==> config.mk <==
export PLATFORM = sky130hd
export DESIGN_NAME = ulpi_link
export DESIGN_NICKNAME = d
export VERILOG_FILES = /design/src/verilog/ulpi_pkg.sv /design/src/verilog/link_pkg.sv /design/src/verilog/ulpi_reg_request.sv /design/src/verilog/ulpi_bus_ctrl.sv /design/src/verilog/ulpi_rx_status.sv /design/src/verilog/ulpi_link.sv
export SDC_FILE = /design/constraint.sdc
export NUM_CORES = 1
export LEC_CHECK = 0
export ABC_AREA = 1
export BUFFER_PORTS_ARGS = -buffer_cell sky130_fd_sc_hd__buf_2
export CAP_MARGIN = 20
export CORE_MARGIN = 5
export CORE_UTILIZATION = 50
export CTS_CLUSTER_SIZE = 16
export DETAILED_ROUTE_END_ITERATION = 16
export GPL_ROUTABILITY_DRIVEN = 0
export GPL_TIMING_DRIVEN = 0
export HOLD_SLACK_MARGIN = 0.06
export PLACE_DENSITY = 0.73
export SLEW_MARGIN = 20
export SYNTH_ARGS = -nofsm -noshare
export SYNTH_HDL_FRONTEND = slang
export SYNTH_SLANG_ARGS = --single-unit
==> constraint.sdc <==
create_clock -name clk -period 2.55 [get_ports clk]
set_input_delay 0.255 -clock clk [delete_from_list [all_inputs] [get_ports clk]]
set_output_delay 0.255 -clock clk [all_outputs]
set_load 0.005 [all_outputs]
==> src/verilog/ulpi_pkg.sv <==
// ULPI bus-level types and constants, imported by link blocks that build TXCMD or decode RXCMD
package ulpi_pkg;

    // PHY register address, the low six bits of a TXCMD byte
    localparam int ulpi_addr_w = 6;
    typedef logic [ulpi_addr_w-1:0] ulpi_addr_t;

    // Command code that sits in bits 7:6 of a TXCMD byte
    // Transmit (2'b01) is not used by this link
    typedef enum logic [1:0] {
        txcmd_idle      = 2'b00,
        txcmd_reg_write = 2'b10,
        txcmd_reg_read  = 2'b11
    } txcmd_t;

    // Byte driven while the link owns the bus with nothing to send
    localparam logic [7:0] ulpi_idle_byte = {txcmd_idle, 6'b000000};

    // RXCMD status byte as sent by the PHY
    // Declared MSB first, so line_state lands in bits 1:0
    typedef struct packed {
        // Alternate interrupt source
        logic       alt_int;
        // ID pin state
        logic       id;
        // RxActive / RxError encoding
        logic [1:0] rx_event;
        // VBUS comparator levels
        logic [1:0] vbus_state;
        // D+ / D- line state
        logic [1:0] line_state;
    } rxcmd_t;

endpackage

==> src/verilog/link_pkg.sv <==
// Link-side request and response records passed between the user port and the bus sequencer
package link_pkg;

    // One register access waiting for the bus
    typedef struct packed {
        // Read when set, write when clear
        logic                 is_read;
        // Target PHY register
        ulpi_pkg::ulpi_addr_t addr;
        // Write byte, zero for reads
        logic [7:0]           wdata;
    } reg_req_t;

    // One finished register access
    typedef struct packed {
        // Copy of is_read from the request
        logic                 was_read;
        // Register that was accessed
        ulpi_pkg::ulpi_addr_t addr;
        // Byte returned by the PHY
        // Forced to zero after a write
        logic [7:0]           rdata;
    } reg_resp_t;

endpackage

==> src/verilog/ulpi_reg_request.sv <==
// Request capture stage, turns user read/write strobes into one held request for the sequencer
module ulpi_reg_request (
    input  logic                 clk,
    input  logic                 reset,
    input  logic                 reg_read,
    input  logic                 reg_write,
    input  ulpi_pkg::ulpi_addr_t reg_addr,
    input  logic [7:0]           reg_write_data,
    input  logic                 req_taken,
    input  logic                 done,
    output link_pkg::reg_req_t   req,
    output logic                 req_valid,
    output logic                 busy
);

    // Strobe accepted only when nothing is in flight
    logic accept;
    // Delayed done, lines up with reg_done at the output stage
    logic done_q;

    assign accept = (reg_read || reg_write) && !busy;

    // Pending flag and transaction flag
    always_ff @(posedge clk) begin
        if (reset) begin
            req_valid <= 1'b0;
            busy      <= 1'b0;
            done_q    <= 1'b0;
        end else begin
            done_q <= done;
            if (accept) begin
                req_valid <= 1'b1;
                busy      <= 1'b1;
            end else begin
                // Sequencer picked it up
                if (req_taken) begin
                    req_valid <= 1'b0;
                end
                // Busy ends the cycle after reg_done
                if (done_q) begin
                    busy <= 1'b0;
                end
            end
        end
    end

    // Request fields, read wins if both strobes fire together
    always_ff @(posedge clk) begin
        if (accept) begin
            req.is_read <= reg_read;
            req.addr    <= reg_addr;
            req.wdata   <= reg_read ? 8'h00 : reg_write_data;
        end
    end

endmodule

==> src/verilog/ulpi_bus_ctrl.sv <==
// ULPI bus sequencer for immediate register read and write, with turnaround, abort and retry
module ulpi_bus_ctrl #(
    parameter int nxt_wait_max = 16
) (
    input  logic                clk,
    input  logic                reset,
    input  link_pkg::reg_req_t  req,
    input  logic                req_valid,
    input  logic                dir,
    input  logic                nxt,
    input  logic [7:0]          data_in,
    output logic                req_taken,
    output logic [7:0]          data_out,
    output logic                data_oe,
    output logic                stp,
    output logic                done,
    output link_pkg::reg_resp_t resp,
    output logic                rx_sample
);

    import ulpi_pkg::*;
    import link_pkg::*;

    // Counter wide enough to reach nxt_wait_max
    localparam int cnt_w = $clog2(nxt_wait_max + 1);

    // idle   bus quiet, waiting for a request
    // load   request held, waiting for a free bus to (re)send TXCMD
    // txcmd  TXCMD on the bus until NXT
    // wdata  write byte on the bus until NXT
    // stp    stop cycle closing a write
    // sync   read turnaround, PHY raises dir
    // save   PHY drives the register byte
    typedef enum logic [2:0] {
        st_idle,
        st_load,
        st_txcmd,
        st_wdata,
        st_stp,
        st_sync,
        st_save
    } state_t;

    state_t           state;
    reg_req_t         cur;
    logic             dir_q;
    logic [cnt_w-1:0] wait_cnt;
    logic             nxt_timeout;
    logic             bus_free;
    logic             finish_wr;
    logic             finish_rd;

    // TXCMD byte for a request
    function automatic logic [7:0] txcmd_byte(input reg_req_t r);
        txcmd_t code;
        if (r.is_read) begin
            code = txcmd_reg_read;
        end else begin
            code = txcmd_reg_write;
        end
        return {code, r.addr};
    endfunction

    // Bus is ours only when dir has been low for a full cycle
    assign bus_free = !dir && !dir_q;

    // Last allowed cycle of waiting on NXT
    assign nxt_timeout = (wait_cnt == cnt_w'(nxt_wait_max - 1));

    // Start a new request straight from idle
    assign req_taken = (state == st_idle) && req_valid && bus_free;

    assign finish_wr = (state == st_stp);
    assign finish_rd = (state == st_save);

    // No drive while PHY owns the bus or during either turnaround
    assign data_oe = !dir && !dir_q;

    // RXCMD cycle: PHY owns bus, no NXT, past turnaround, not read data
    assign rx_sample = dir && dir_q && !nxt && (state != st_save);

    // Sequencer control
    always_ff @(posedge clk) begin
        if (reset) begin
            state    <= st_idle;
            data_out <= ulpi_idle_byte;
            stp      <= 1'b0;
            done     <= 1'b0;
            wait_cnt <= '0;
        end else begin
            stp  <= 1'b0;
            done <= finish_wr || finish_rd;
            case (state)
                st_idle: begin
                    if (req_taken) begin
                        data_out <= txcmd_byte(req);
                        wait_cnt <= '0;
                        state    <= st_txcmd;
                    end
                end
                st_load: begin
                    // Retry path after abort or NXT timeout
                    if (bus_free) begin
                        data_out <= txcmd_byte(cur);
                        wait_cnt <= '0;
                        state    <= st_txcmd;
                    end
                end
                st_txcmd: begin
                    if (dir || (!nxt && nxt_timeout)) begin
                        // PHY took the bus, or NXT never came
                        data_out <= ulpi_idle_byte;
                        state    <= st_load;
                    end else if (nxt) begin
                        wait_cnt <= '0;
                        if (cur.is_read) begin
                            data_out <= ulpi_idle_byte;
                            state    <= st_sync;
                        end else begin
                            data_out <= cur.wdata;
                            state    <= st_wdata;
                        end
                    end else begin
                        wait_cnt <= wait_cnt + 1'b1;
                    end
                end
                st_wdata: begin
                    if (dir || (!nxt && nxt_timeout)) begin
                        data_out <= ulpi_idle_byte;
                        state    <= st_load;
                    end else if (nxt) begin
                        // Data accepted, close with stp and idle data
                        data_out <= ulpi_idle_byte;
                        stp      <= 1'b1;
                        state    <= st_stp;
                    end else begin
                        wait_cnt <= wait_cnt + 1'b1;
                    end
                end
                st_stp: begin
                    state <= st_idle;
                end
                st_sync: begin
                    // Turnaround cycle, PHY should have raised dir
                    if (dir) begin
                        state <= st_save;
                    end else if (nxt_timeout) begin
                        state <= st_load;
                    end else begin
                        wait_cnt <= wait_cnt + 1'b1;
                    end
                end
                st_save: begin
                    // dir falls next cycle, idle waits for bus_free
                    state <= st_idle;
                end
                default: begin
                    state <= st_idle;
                end
            endcase
        end
    end

    // Previous dir, held request and response record
    always_ff @(posedge clk) begin
        dir_q <= dir;
        if (req_taken) begin
            cur <= req;
        end
        if (finish_wr || finish_rd) begin
            resp.was_read <= cur.is_read;
            resp.addr     <= cur.addr;
            resp.rdata    <= finish_rd ? data_in : 8'h00;
        end
    end

endmodule

==> src/verilog/ulpi_rx_status.sv <==
// Output register stage, holds the last RXCMD and the last register response for the user
module ulpi_rx_status (
    input  logic                clk,
    input  logic                reset,
    input  logic                rx_sample,
    input  logic [7:0]          data_in,
    input  logic                done,
    input  link_pkg::reg_resp_t resp,
    output ulpi_pkg::rxcmd_t    rxcmd,
    output logic                rxcmd_valid,
    output link_pkg::reg_resp_t reg_resp,
    output logic                reg_done
);

    import ulpi_pkg::*;

    // One-cycle flags, follow their strobes by a cycle
    always_ff @(posedge clk) begin
        if (reset) begin
            rxcmd_valid <= 1'b0;
            reg_done    <= 1'b0;
        end else begin
            rxcmd_valid <= rx_sample;
            reg_done    <= done;
        end
    end

    // Status byte, held until the PHY sends the next one
    always_ff @(posedge clk) begin
        if (rx_sample) begin
            rxcmd <= rxcmd_t'(data_in);
        end
    end

    // Response record, stable from reg_done to the next reg_done
    always_ff @(posedge clk) begin
        if (done) begin
            reg_resp <= resp;
        end
    end

endmodule

==> src/verilog/ulpi_link.sv <==
// Top level of the ULPI link, connect data_in/data_out/data_oe to the PHY DATA pads outside
module ulpi_link #(
    parameter int nxt_wait_max = 16
) (
    input  logic                 clk,
    input  logic                 reset,
    input  logic                 reg_read,
    input  logic                 reg_write,
    input  ulpi_pkg::ulpi_addr_t reg_addr,
    input  logic [7:0]           reg_write_data,
    input  logic                 dir,
    input  logic                 nxt,
    input  logic [7:0]           data_in,
    output logic [7:0]           data_out,
    output logic                 data_oe,
    output logic                 stp,
    output logic                 busy,
    output link_pkg::reg_resp_t  reg_resp,
    output logic                 reg_done,
    output ulpi_pkg::rxcmd_t     rxcmd,
    output logic                 rxcmd_valid
);

    import link_pkg::*;

    // Request path
    reg_req_t  req;
    logic      req_valid;
    logic      req_taken;
    // Completion and status path
    reg_resp_t resp;
    logic      done;
    logic      rx_sample;

    ulpi_reg_request u_reg_request (
        .clk            (clk),
        .reset          (reset),
        .reg_read       (reg_read),
        .reg_write      (reg_write),
        .reg_addr       (reg_addr),
        .reg_write_data (reg_write_data),
        .req_taken      (req_taken),
        .done           (done),
        .req            (req),
        .req_valid      (req_valid),
        .busy           (busy)
    );

    ulpi_bus_ctrl #(
        .nxt_wait_max (nxt_wait_max)
    ) u_bus_ctrl (
        .clk       (clk),
        .reset     (reset),
        .req       (req),
        .req_valid (req_valid),
        .dir       (dir),
        .nxt       (nxt),
        .data_in   (data_in),
        .req_taken (req_taken),
        .data_out  (data_out),
        .data_oe   (data_oe),
        .stp       (stp),
        .done      (done),
        .resp      (resp),
        .rx_sample (rx_sample)
    );

    ulpi_rx_status u_rx_status (
        .clk         (clk),
        .reset       (reset),
        .rx_sample   (rx_sample),
        .data_in     (data_in),
        .done        (done),
        .resp        (resp),
        .rxcmd       (rxcmd),
        .rxcmd_valid (rxcmd_valid),
        .reg_resp    (reg_resp),
        .reg_done    (reg_done)
    );

endmodule

======== Word-level counts from Yosys, hierarchy flattened ========
Cells that the tools add are included.
storage, ports and cells
  register bits ........................... 91
  bits in latches ......................... 0
  memory bits (writable) .................. 0
  memory bits (read-only) ................. 0
  output and inout port bits .............. 36
  word-level logic and storage cells ...... 105
  memories kept ........................... 0
operators by class
  add/sub/neg operators ................... 1
  $mul .................................... 0
  divide/modulo/power cells ............... 0
  $lt $le $gt $ge ......................... 0
  eq/ne operators ......................... 18
  shifts and indexed selects .............. 0
  muxes and demuxes ....................... 34
  bitwise gates (word level) .............. 1
  reductions and logical operators ........ 24
operator list
  kind                                                             count
  8-bit two-way mux                                                7
  5-bit two-way mux                                                8
  8-bit case mux with 4 select lines                               1
  3-bit two-way mux                                                9
  5-bit case mux with 5 select lines                               1
  3-bit case mux with 5 select lines                               1
  2-bit != test, second input constant                             6
  5-bit AND reduction                                              2
  3-bit == test, second input constant                             3
  3-bit by 2-bit != test with 1-bit output, second input constant  3
  1-bit logical AND                                                8
  8-bit AND reduction                                              1
  1-bit two-way mux                                                7
  3-bit by 2-bit == test with 1-bit output, second input constant  2
  5-bit by 1-bit adder with 5-bit output, second input constant    1
  5-bit by 4-bit == test with 1-bit output, second input constant  1
  5-bit nonzero test                                               1
  1-bit logical NOT                                                4
  2-bit nonzero test                                               2
  4-bit nonzero test                                               1
  3-bit by 1-bit == test with 1-bit output, second input constant  1
  3-bit logical NOT                                                1
  1-bit logical OR                                                 3
  3-bit != test, second input constant                             1
  other kinds (3)                                                  3

======== Logic depth before layout (Yosys ltp) ========
Gate-level depths: netlist of run 1.
  word-level depth ........................ 5
  gate-level depth with buffers ........... 13
  depth with buffers taken out ............ 13

======== Modules after synthesis ========
Synthesis of run 1 repeated with hierarchy kept, for this count alone.
second synthesis, totals
  cell total of the unflattened synthesis .. 361
  area, all modules ....................... 3692.3 µm²
by module, submodules not included
  module            times used  cells an instance  area an instance (µm²)  sequential area each (µm²)
  ulpi_bus_ctrl     1           286                2308.5                  1281.2
  ulpi_rx_status    1           29                 745.7                   730.7
  ulpi_reg_request  1           46                 638.1                   510.5

======== Least setup slack after synthesis of run 1 ========
OpenSTA, ideal clock, no wires.
  path type ............................... register to register
  from .................................... reg u_bus_ctrl.state[2]
  to ...................................... reg u_rx_status.rxcmd[0] (netlist name)
  library setup time ...................... 0.273 ns
  arrival time ............................ 1.831 ns
  data required time ...................... 2.277 ns
  setup slack ............................. 0.446 ns
  stages on the path, launching flop included .. 7
  buffers on the path ..................... 1
  clock period less this slack ............ 2.104 ns
  path through ............................ dfxtp_1 -> buf_4 -> inv_4 -> nor2_1 -> nand2_1 -> nand4_1 -> inv_1
on the way
  longest elaborated chain between the ends .. 2
RTL lines
  item                      line                  source
  start: declaration        ulpi_bus_ctrl.sv:44   state_t state;
  start signal: assignment  ulpi_bus_ctrl.sv:85   state <= st_idle;
  start signal: assignment  ulpi_bus_ctrl.sv:98   state <= st_txcmd;
  start signal: assignment  ulpi_bus_ctrl.sv:106  state <= st_txcmd;
  3-bit != test             ulpi_bus_ctrl.sv:80   assign rx_sample = dir && dir_q && !nxt && (state != st_save);
  1-bit logical AND         ulpi_bus_ctrl.sv:80
  net rx_sample             ulpi_link.sv:33       logic rx_sample;
The timed path passes the listed nets, and every way through them passes these cells.
A chain may end at the register's enable or synchronous reset.

======== Worst setup path in the final report of run 1 ========
  from .................................... reg u_bus_ctrl.state[2]
  to ...................................... reg u_rx_status.rxcmd[1] (netlist name)
on the way
  longest elaborated chain between the ends .. 2
RTL lines
  item               line
  3-bit != test      ulpi_bus_ctrl.sv:80
  1-bit logical AND  ulpi_bus_ctrl.sv:80
  net rx_sample      ulpi_link.sv:33
The timed path passes the listed nets, and every way through them passes these cells.

==> summary.md, run 1 <==
| Metric | Value |
|---|---|
| Post-synth ARST share | 0% |
| Area Overhead vs Synth | 19.48% |
| Total Routing Usage GR | approximately 14% |
| Final setup viols | 0 |
| CP Data Required Time | roughly 2.6 ns |
| Number of post-CTS setup repair buffers | 0 |
| Power per Cell Area | about 1000 mW/mm^2 |
| Worst setup path endpoint | u_rx_status.rxcmd[1] |
| Vias in the first global route | 2116 |
| Post-DP HPWL | ~4500 um |
| Fraction of layout cells with a size suffix above 1 | around 25% |
| Register-to-register setup slack | around 0.42 ns |
| Cells after synthesis | about 330 |
| Initial antenna violation count | 0 |
| DRC viols | 0 |
| Reg2reg start | u_bus_ctrl.state[2] |
| Row count | 30 |
| Worst-Skew Late Latency | ~0.34 ns |
| # diodes | 0 |
| Reg2Reg Depth | 6 |
| Clk Tree Root Cell | clkbuf_8 |
| IO Pins | 64 |
| Via count | between 2000 and 2500 |
| Count leader, synth | nand2_1 |
| Port-buffer cells | 62 |
| Worst Setup Start Kind | flop |
| Die W | 94.44 um |
| Placed Area | 0.004000 mm^2 |
| Slew headroom | around 50% |
| Num CTS Buffers | 9 |
| EDFF count, synth | 68 |
| Post-synth top area share | between 50% and 60% |
| Worst Path Max Fanout | 16 |
| Chip height | between 90 and 100 um |
| Sequential standard cell area | ~0.0025 mm^2 |
| Final Cycle Share | between 80% and 90% |
| RSZ-0062 raised after global routing | false |
| Tmin final | ~2.1 ns |
| Worst hold path depth | 1 |
| Initial Util | between 50% and 60% |
| YS warnings | 0 |
| First-pass GRT wire length | around 9700 um |
| Crit path from | u_bus_ctrl.state[2] |
| CP Capture Type | flop |
| Post-route ant nets | 0 |
| Final WL | between 6000 and 7000 um |
| Max-Cap Viols | 0 |
| Hold Fails Final Rpt | 0 |
| Place WS | roughly 0.38 ns |
| Tightest Pin Transition | 0.7288 ns |
| Design Area, Final | about 0.0043 mm^2 |
| Leakage | 1.856 nW |
| Clock Pin Slew Worst Setup and Hold Paths | roughly 0.09 ns |
| Core Area | between 0.006 and 0.007 mm^2 |
| Clock sink count | 91 |
| Achievable Freq | 469.0 MHz |
| Die Area | approximately 0.009 mm^2 |
| Crit path kind | flop to flop |
| FF-to-FF End | u_rx_status.rxcmd[1] |
| Worst path arrival time | around 2.2 ns |
| H-tree levels | 3 |
| Multi-input logic area | approximately 900 um^2 |
| Largest net degree at the start of global routing | 17 |
| Routed vias/inst | 4.602 |
| Post-synth top cells | 80 x nand2_1, 68 x edfxtp_1, 55 x nor2_1, 32 x inv_1, 23 x dfxtp_1 |
| Clk buf depth | 2 |
| Synth Flop Type | edfxtp_1 |
| Slew Limit Fails | 0 |
| Sequential element share of the synthesized area | a little over two thirds |
| DR iter-0 viols | ~220 |
| CTS tree | yes |
| Number of synthesized register bits | between 90 and 100 |
| Status | finished clean |
| Final WS setup | ~0.42 ns |
| Top post-synthesis cells by area | edfxtp_1 57%, dfxtp_1 13%, nand2_1 8.4% |
| Pre-Repair DR Iteration Count | 4 |
| Synth unique cells | 26 |
| Post-Syn Area per Cell | 10.97 um^2 |
| Net Count, Synth | about 360 |
| GRT Residual Overflow | 0 |
| Area leader, netlist | edfxtp_1 |
| Hold Crit Class | input pin to flop |
| Cell Area, Synth | 0.003565 mm^2 |
| Fillers | ~560 |
| Peak supply drop | 0.0005193 V |
| Final setup skew | around 0.01 ns |
| Nets | roughly 430 |
| WL/cell | approximately 12 um |
==> state kept, by name, summed over array words and instances (netlist names), 3 cells and up <==
name and flops:
u_bus_ctrl.cur 15, u_bus_ctrl.resp 15, u_reg_request.req 15, u_rx_status.reg_resp 15, u_bus_ctrl.data_out 8, u_rx_status.rxcmd 8
u_bus_ctrl.wait_cnt 5, u_bus_ctrl.state 3
==> power breakdown <==
part | switching [mW] | internal [mW] | leakage [nW] | total [mW]
logic | 0.876 | 0.490 | 0.925 | 1.37
registers | 0.115 | 1.88 | 0.826 | 1.99
clock network | 0.471 | 0.554 | 0.105 | 1.03
total | 1.46 | 2.92 | 1.86 | 4.38
==> what timing repair did <==
| item | 4_1_cts | 5_1_grt |
|---|---|---|
| hold endpoints to repair | 0 | 4 |
| hold buffers | 0 | 4 |
| gates resized for setup | 0 | 0 |
==> final cells by class <==
type / instances / area share [%]
clock buffers: 10 / 2.996
clock inverters: 6 / 2.086
multi-input cells: 193 / 21.24
repair buffers: 66 / 8.226
inverters: 35 / 3.143
well taps: 96 / 2.820
plain buffers: 6 / 0.7344
flip-flops and latches: 91 / 58.75
==> routing by layer <==
metal | share of wire [%] | track usage (%) | routed length [um] | vias up
li1 | - | - | - | 1217
met1 | 45 | 17.83 | 2691 | 1019
met2 | 47 | 23.05 | 2864 | 75
met3 | 7.4 | 4.542 | 449 | 4
met4 | 0.56 | 5.295 | 34 | 0
met5 | 0 | 0 | 0 | -
==> worst max-delay path, cell delays in order (launching register included) <==
cell and delay (ns):
dfxtp_1 0.32, buf_4 0.17, inv_4 0.07, nor2_2 0.56, nand2_1 0.37, nand4_1 0.19, inv_1 0.17
==> per-stage QoR <==
step	utilization [%]	hold slack (ns)	power, mW	TNS (ns)	instances
after floorplan	-	0.2827	3.022	0	325
after detailed placement	58.23	0.4045	3.395	0	483
after global placement	58.16	0.4003	3.353	-0.8803	483
after CTS	61.38	0.06381	4.412	0	499
after global routing	62.00	0.06191	4.695	0	503
final	62.00	0.09064	4.383	0	503
==> worst min path at each step <==
stage,from,to
2_1_floorplan,dir,u_bus_ctrl.dir_q
3_3_place_gp,u_bus_ctrl.resp[11],u_rx_status.reg_resp[11]
3_5_place_dp,u_reg_request.req[2],u_bus_ctrl.cur[2]
4_1_cts,reg_addr[2],u_reg_request.req[10]
5_1_grt,reg_addr[1],u_reg_request.req[9]
6_report,reg_addr[1],u_reg_request.req[9]
==> cells in the final DEF (no fill, tap or decap), drive strengths merged <==
master / netlist / routed
a21oi: 6 / 6
a31oi: 1 / 1
buf: 4 / 66
bufinv: 0 / 2
clkbuf: 2 / 12
clkinv: 0 / 2
clkinvlp: 0 / 1
dfxtp: 23 / 23
dlygate4sd3: 0 / 4
edfxtp: 68 / 68
ha: 2 / 2
inv: 35 / 36
nand2: 86 / 86
nand3: 17 / 17
nand3b: 1 / 1
nand4: 2 / 2
nor2: 63 / 63
nor3: 4 / 4
o21ai: 3 / 3
o21bai: 7 / 7
or2: 1 / 1
==> cell families after synthesis <==
kind of cell | count (synthesis) | synth area share [%]
AND/OR/NAND/NOR | 174 | 21.55
flip-flops | 91 | 70.20
buffers and inverters | 41 | 4.633
AO/OA/AOI/OAI | 17 | 2.913
adder cells (fa/ha/maj) | 2 | 0.7019
No activity file was read; power rests on OpenSTA's default activity.
==> run 2, diff against run 1 <==
Settings changed: ABC_AREA 1 to 0.
Clock period 2.55 ns to 2 ns, I/O delays scaled along.
==> summary.md, run 2 <==
| Metric | Value |
|---|---|
| Status | finished, violations left |
| Violations in the final reports | negative setup slack |
| Row count | 30 |
| Cells after synthesis | 248 |
| Post-synth top cells | 68 x edfxtp_1, 23 x dfxtp_1, 21 x nand2_1, 20 x nor2_1, 19 x a21oi_1 |
| Post-synth top area share | approximately 59% |
| Multi-input logic area | 937.1 um^2 |
| Chip height | 93.06 um |
| Port-buffer cells | 63 |
| Nets | about 380 |
| Design Area, Final | approximately 0.0044 mm^2 |
| Largest net degree at the start of global routing | 17 |
| Achievable Freq | between 400 and 500 MHz |
| Net Count, Synth | about 280 |
| Worst Setup Start Kind | flop |
| Slew headroom | about half |
| Post-synth ARST share | 0% |
| Clk buf depth | 2 |
| Final setup TNS | -0.0002252 ns |
| H-tree levels | 3 |
| Worst path arrival time | 2.29 ns |
| Max-Cap Viols | 0 |
| Fillers | just under 500 |
| Via count | between 2000 and 2500 |
| Tightest Pin Transition | 0.7568 ns |
| Worst Path Max Fanout | 7 |
| Post-Syn Area per Cell | about 14 um^2 |
| Cell Area, Synth | 0.003450 mm^2 |
| Reg2reg start | u_bus_ctrl.wait_cnt[0] |
| Sequential element share of the synthesized area | 72.54% |
| Die Area | a little under 0.009 mm^2 |
| Final setup skew | 0.009079 ns |
| Total Routing Usage GR | ~16% |
| Post-route ant nets | 0 |
| IO Pins | between 60 and 70 |
| Reg2Reg Depth | 9 |
| Final WL | around 6500 um |
| Tmin final | ~2 ns |
| Vias in the first global route | ~2200 |
| Worst-Skew Late Latency | approximately 0.35 ns |
| Min-delay src | reg_write_data[4] |
| Post-DP HPWL | 4339 um |
| Clock Pin Slew Worst Setup and Hold Paths | around 0.090 ns |
| Area leader, netlist | edfxtp_1 |
| First-pass GRT wire length | approximately 11000 um |
| Placed Area | about 0.0039 mm^2 |
| CTS tree | yes |
| Core Area | between 0.006 and 0.007 mm^2 |
| Initial antenna violation count | 0 |
| Sequential standard cell area | roughly 0.0025 mm^2 |
| Final WS setup | -0.0002252 ns |
| Synth Flop Type | edfxtp_1 |
| Leakage | 1.619 nW |
| YS warnings | 0 |
| Worst hold path depth | 2 |
| Num CTS Buffers | 9 |
| # diodes | 0 |
| Number of synthesized register bits | approximately 90 |
| CP Capture Type | flop |
| Hold Crit Endpoint | u_reg_request.req[4] |
| Commonest non-fill, non-tap cells in the layout | 68 x edfxtp_1, 63 x buf_2, 21 x dfxtp_1 |
| Fraction of layout cells with a size suffix above 1 | approximately 34% |
| Peak supply drop | 0.0005345 V |
| Final setup viols | 1 |
| Register-to-register setup slack | -0.0002 ns |
| EDFF count, synth | 68 |
| Clock sink count | between 90 and 100 |
| Area Overhead vs Synth | 27.06% |
| Die W | roughly 93 um |
| Final Cycle Share | 100.0% |
| FF-to-FF End | u_bus_ctrl.data_out[4] |
| CP Data Required Time | around 2.3 ns |
| Synth unique cells | between 40 and 50 |
| DRC viols | 0 |
| GRT Residual Overflow | 0 |
| Count leader, synth | edfxtp_1 |
| Crit path kind | flop to flop |
| Pre-Repair DR Iteration Count | 4 |
| RSZ-0062 raised after global routing | true |
| Slew Limit Fails | 0 |
| Initial Util | 51.06% |
| Hold Fails Final Rpt | 0 |
| Power per Cell Area | between 900 and 1000 mW/mm^2 |
| Leading cell type in the layout, fill and taps excluded | edfxtp_1 |
| Clk Tree Root Cell | clkbuf_8 |
| DR iter-0 viols | 192 |
| Top post-synthesis cells by area | edfxtp_1 59%, dfxtp_1 13%, a21oi_1 2.8% |
| WL/cell | approximately 15 um |
| Routed vias/inst | 5.294 |
| Hold Crit Class | input pin to flop |
run 2: cell types whose count changed in the layout (fill, tap and decap cells not counted), moves of 7 or more:
cell / before / now
nand3_1: 16 / 1
dlygate4sd3_1: 4 / 16
nand2_1: 80 / 18
nor2b_1: 0 / 10
a21oi_1: 6 / 15
o21ai_0: 3 / 10
nor2_1: 52 / 20
buf_4: 2 / 10
inv_1: 32 / 8
and2_1: 0 / 8
run 2: area by class of cell:
type                    count  area share, %
inverters                   9         0.7708
repair buffers             88          12.56
multi-input cells         141          21.38
clock inverters             6          1.627
plain buffers               7          1.199
well taps                  80          2.284
clock buffers              10          2.912
flip-flops and latches     91          57.27
run 2: power breakdown:
| part | switching [mW] | leakage [nW] | total (mW) | internal, mW |
|---|---|---|---|---|
| sequential | 0.0584 | 0.807 | 2.20 | 2.14 |
| clock | 0.633 | 0.0939 | 1.22 | 0.591 |
| combinational | 0.363 | 0.718 | 0.649 | 0.286 |
run 2: metal layers:
metal	vias up	share of wire, %	global-route usage (%)
li1	1106	-	-
met1	1074	44	20.05
met2	87	47	26.09
met3	20	5.8	3.379
met5	-	0	0
met4	0	2.8	8.059
run 2: logic make-up (layout without fill, tap and decap cells):
| group | Yosys count | count (layout) | share of synthesized area [%] |
|---|---|---|---|
| AOI/OAI and AO/OA | 51 | 51 | 10.37 |
| adders and majority gates | 2 | 2 | 0.7253 |
| buffers and inverters | 16 | 120 | 2.321 |
| DFF | 91 | 91 | 72.54 |
| and+or+nand+nor | 88 | 88 | 14.04 |
run 2: what timing repair did:
action,in CTS,in global routing
endpoints found under the hold margin,16,0
hold buffers,16,0
gates resized for setup,8,15
pin swaps,10,9
setup buffers,5,4
endpoints found under the setup margin,13,30
run 2: per-stage QoR:
stage                     setup slack (ns)  total power [mW]  cells  utilization (%)  hold WS (ns)
final                           -0.0002252             4.069    432            64.87        0.1281
after detailed placement           -0.1991             2.789    391            57.39        0.3787
after CTS                        -0.003707             4.075    428            63.83        0.1070
after floorplan                    0.01710             2.601    248                -        0.2277
after global routing              -0.08244             4.274    432            64.87        0.1136
after global placement             -0.1753             2.777    391            57.31        0.3771
run 2: worst max-delay path, stage by stage (launching register included):
cell     delay [ns]
dfxtp_4        0.36
ha_4           0.15
and3_4         0.18
ha_4           0.17
nor2b_4        0.15
nor4b_4        0.24
buf_6          0.17
nand2_1        0.06
a311o_1        0.33
a21oi_2        0.13
run 2: how the worst max path moves through the flow:
stage	from	end	slack (ns)	depth (start not counted)
finish	u_bus_ctrl.wait_cnt[0]	u_bus_ctrl.data_out[4]	-0.0002	9
global route	u_bus_ctrl.wait_cnt[0]	u_bus_ctrl.wait_cnt[4]	-0.08	8
CTS	u_bus_ctrl.wait_cnt[0]	u_bus_ctrl.wait_cnt[1]	-0.004	8
detailed placement	u_bus_ctrl.wait_cnt[0]	u_bus_ctrl.data_out[2]	-0.20	8
global placement	u_bus_ctrl.state[1]	u_rx_status.rxcmd[4]	-0.18	4
floorplan	u_bus_ctrl.wait_cnt[0]	u_bus_ctrl.wait_cnt[1]	0.02	8
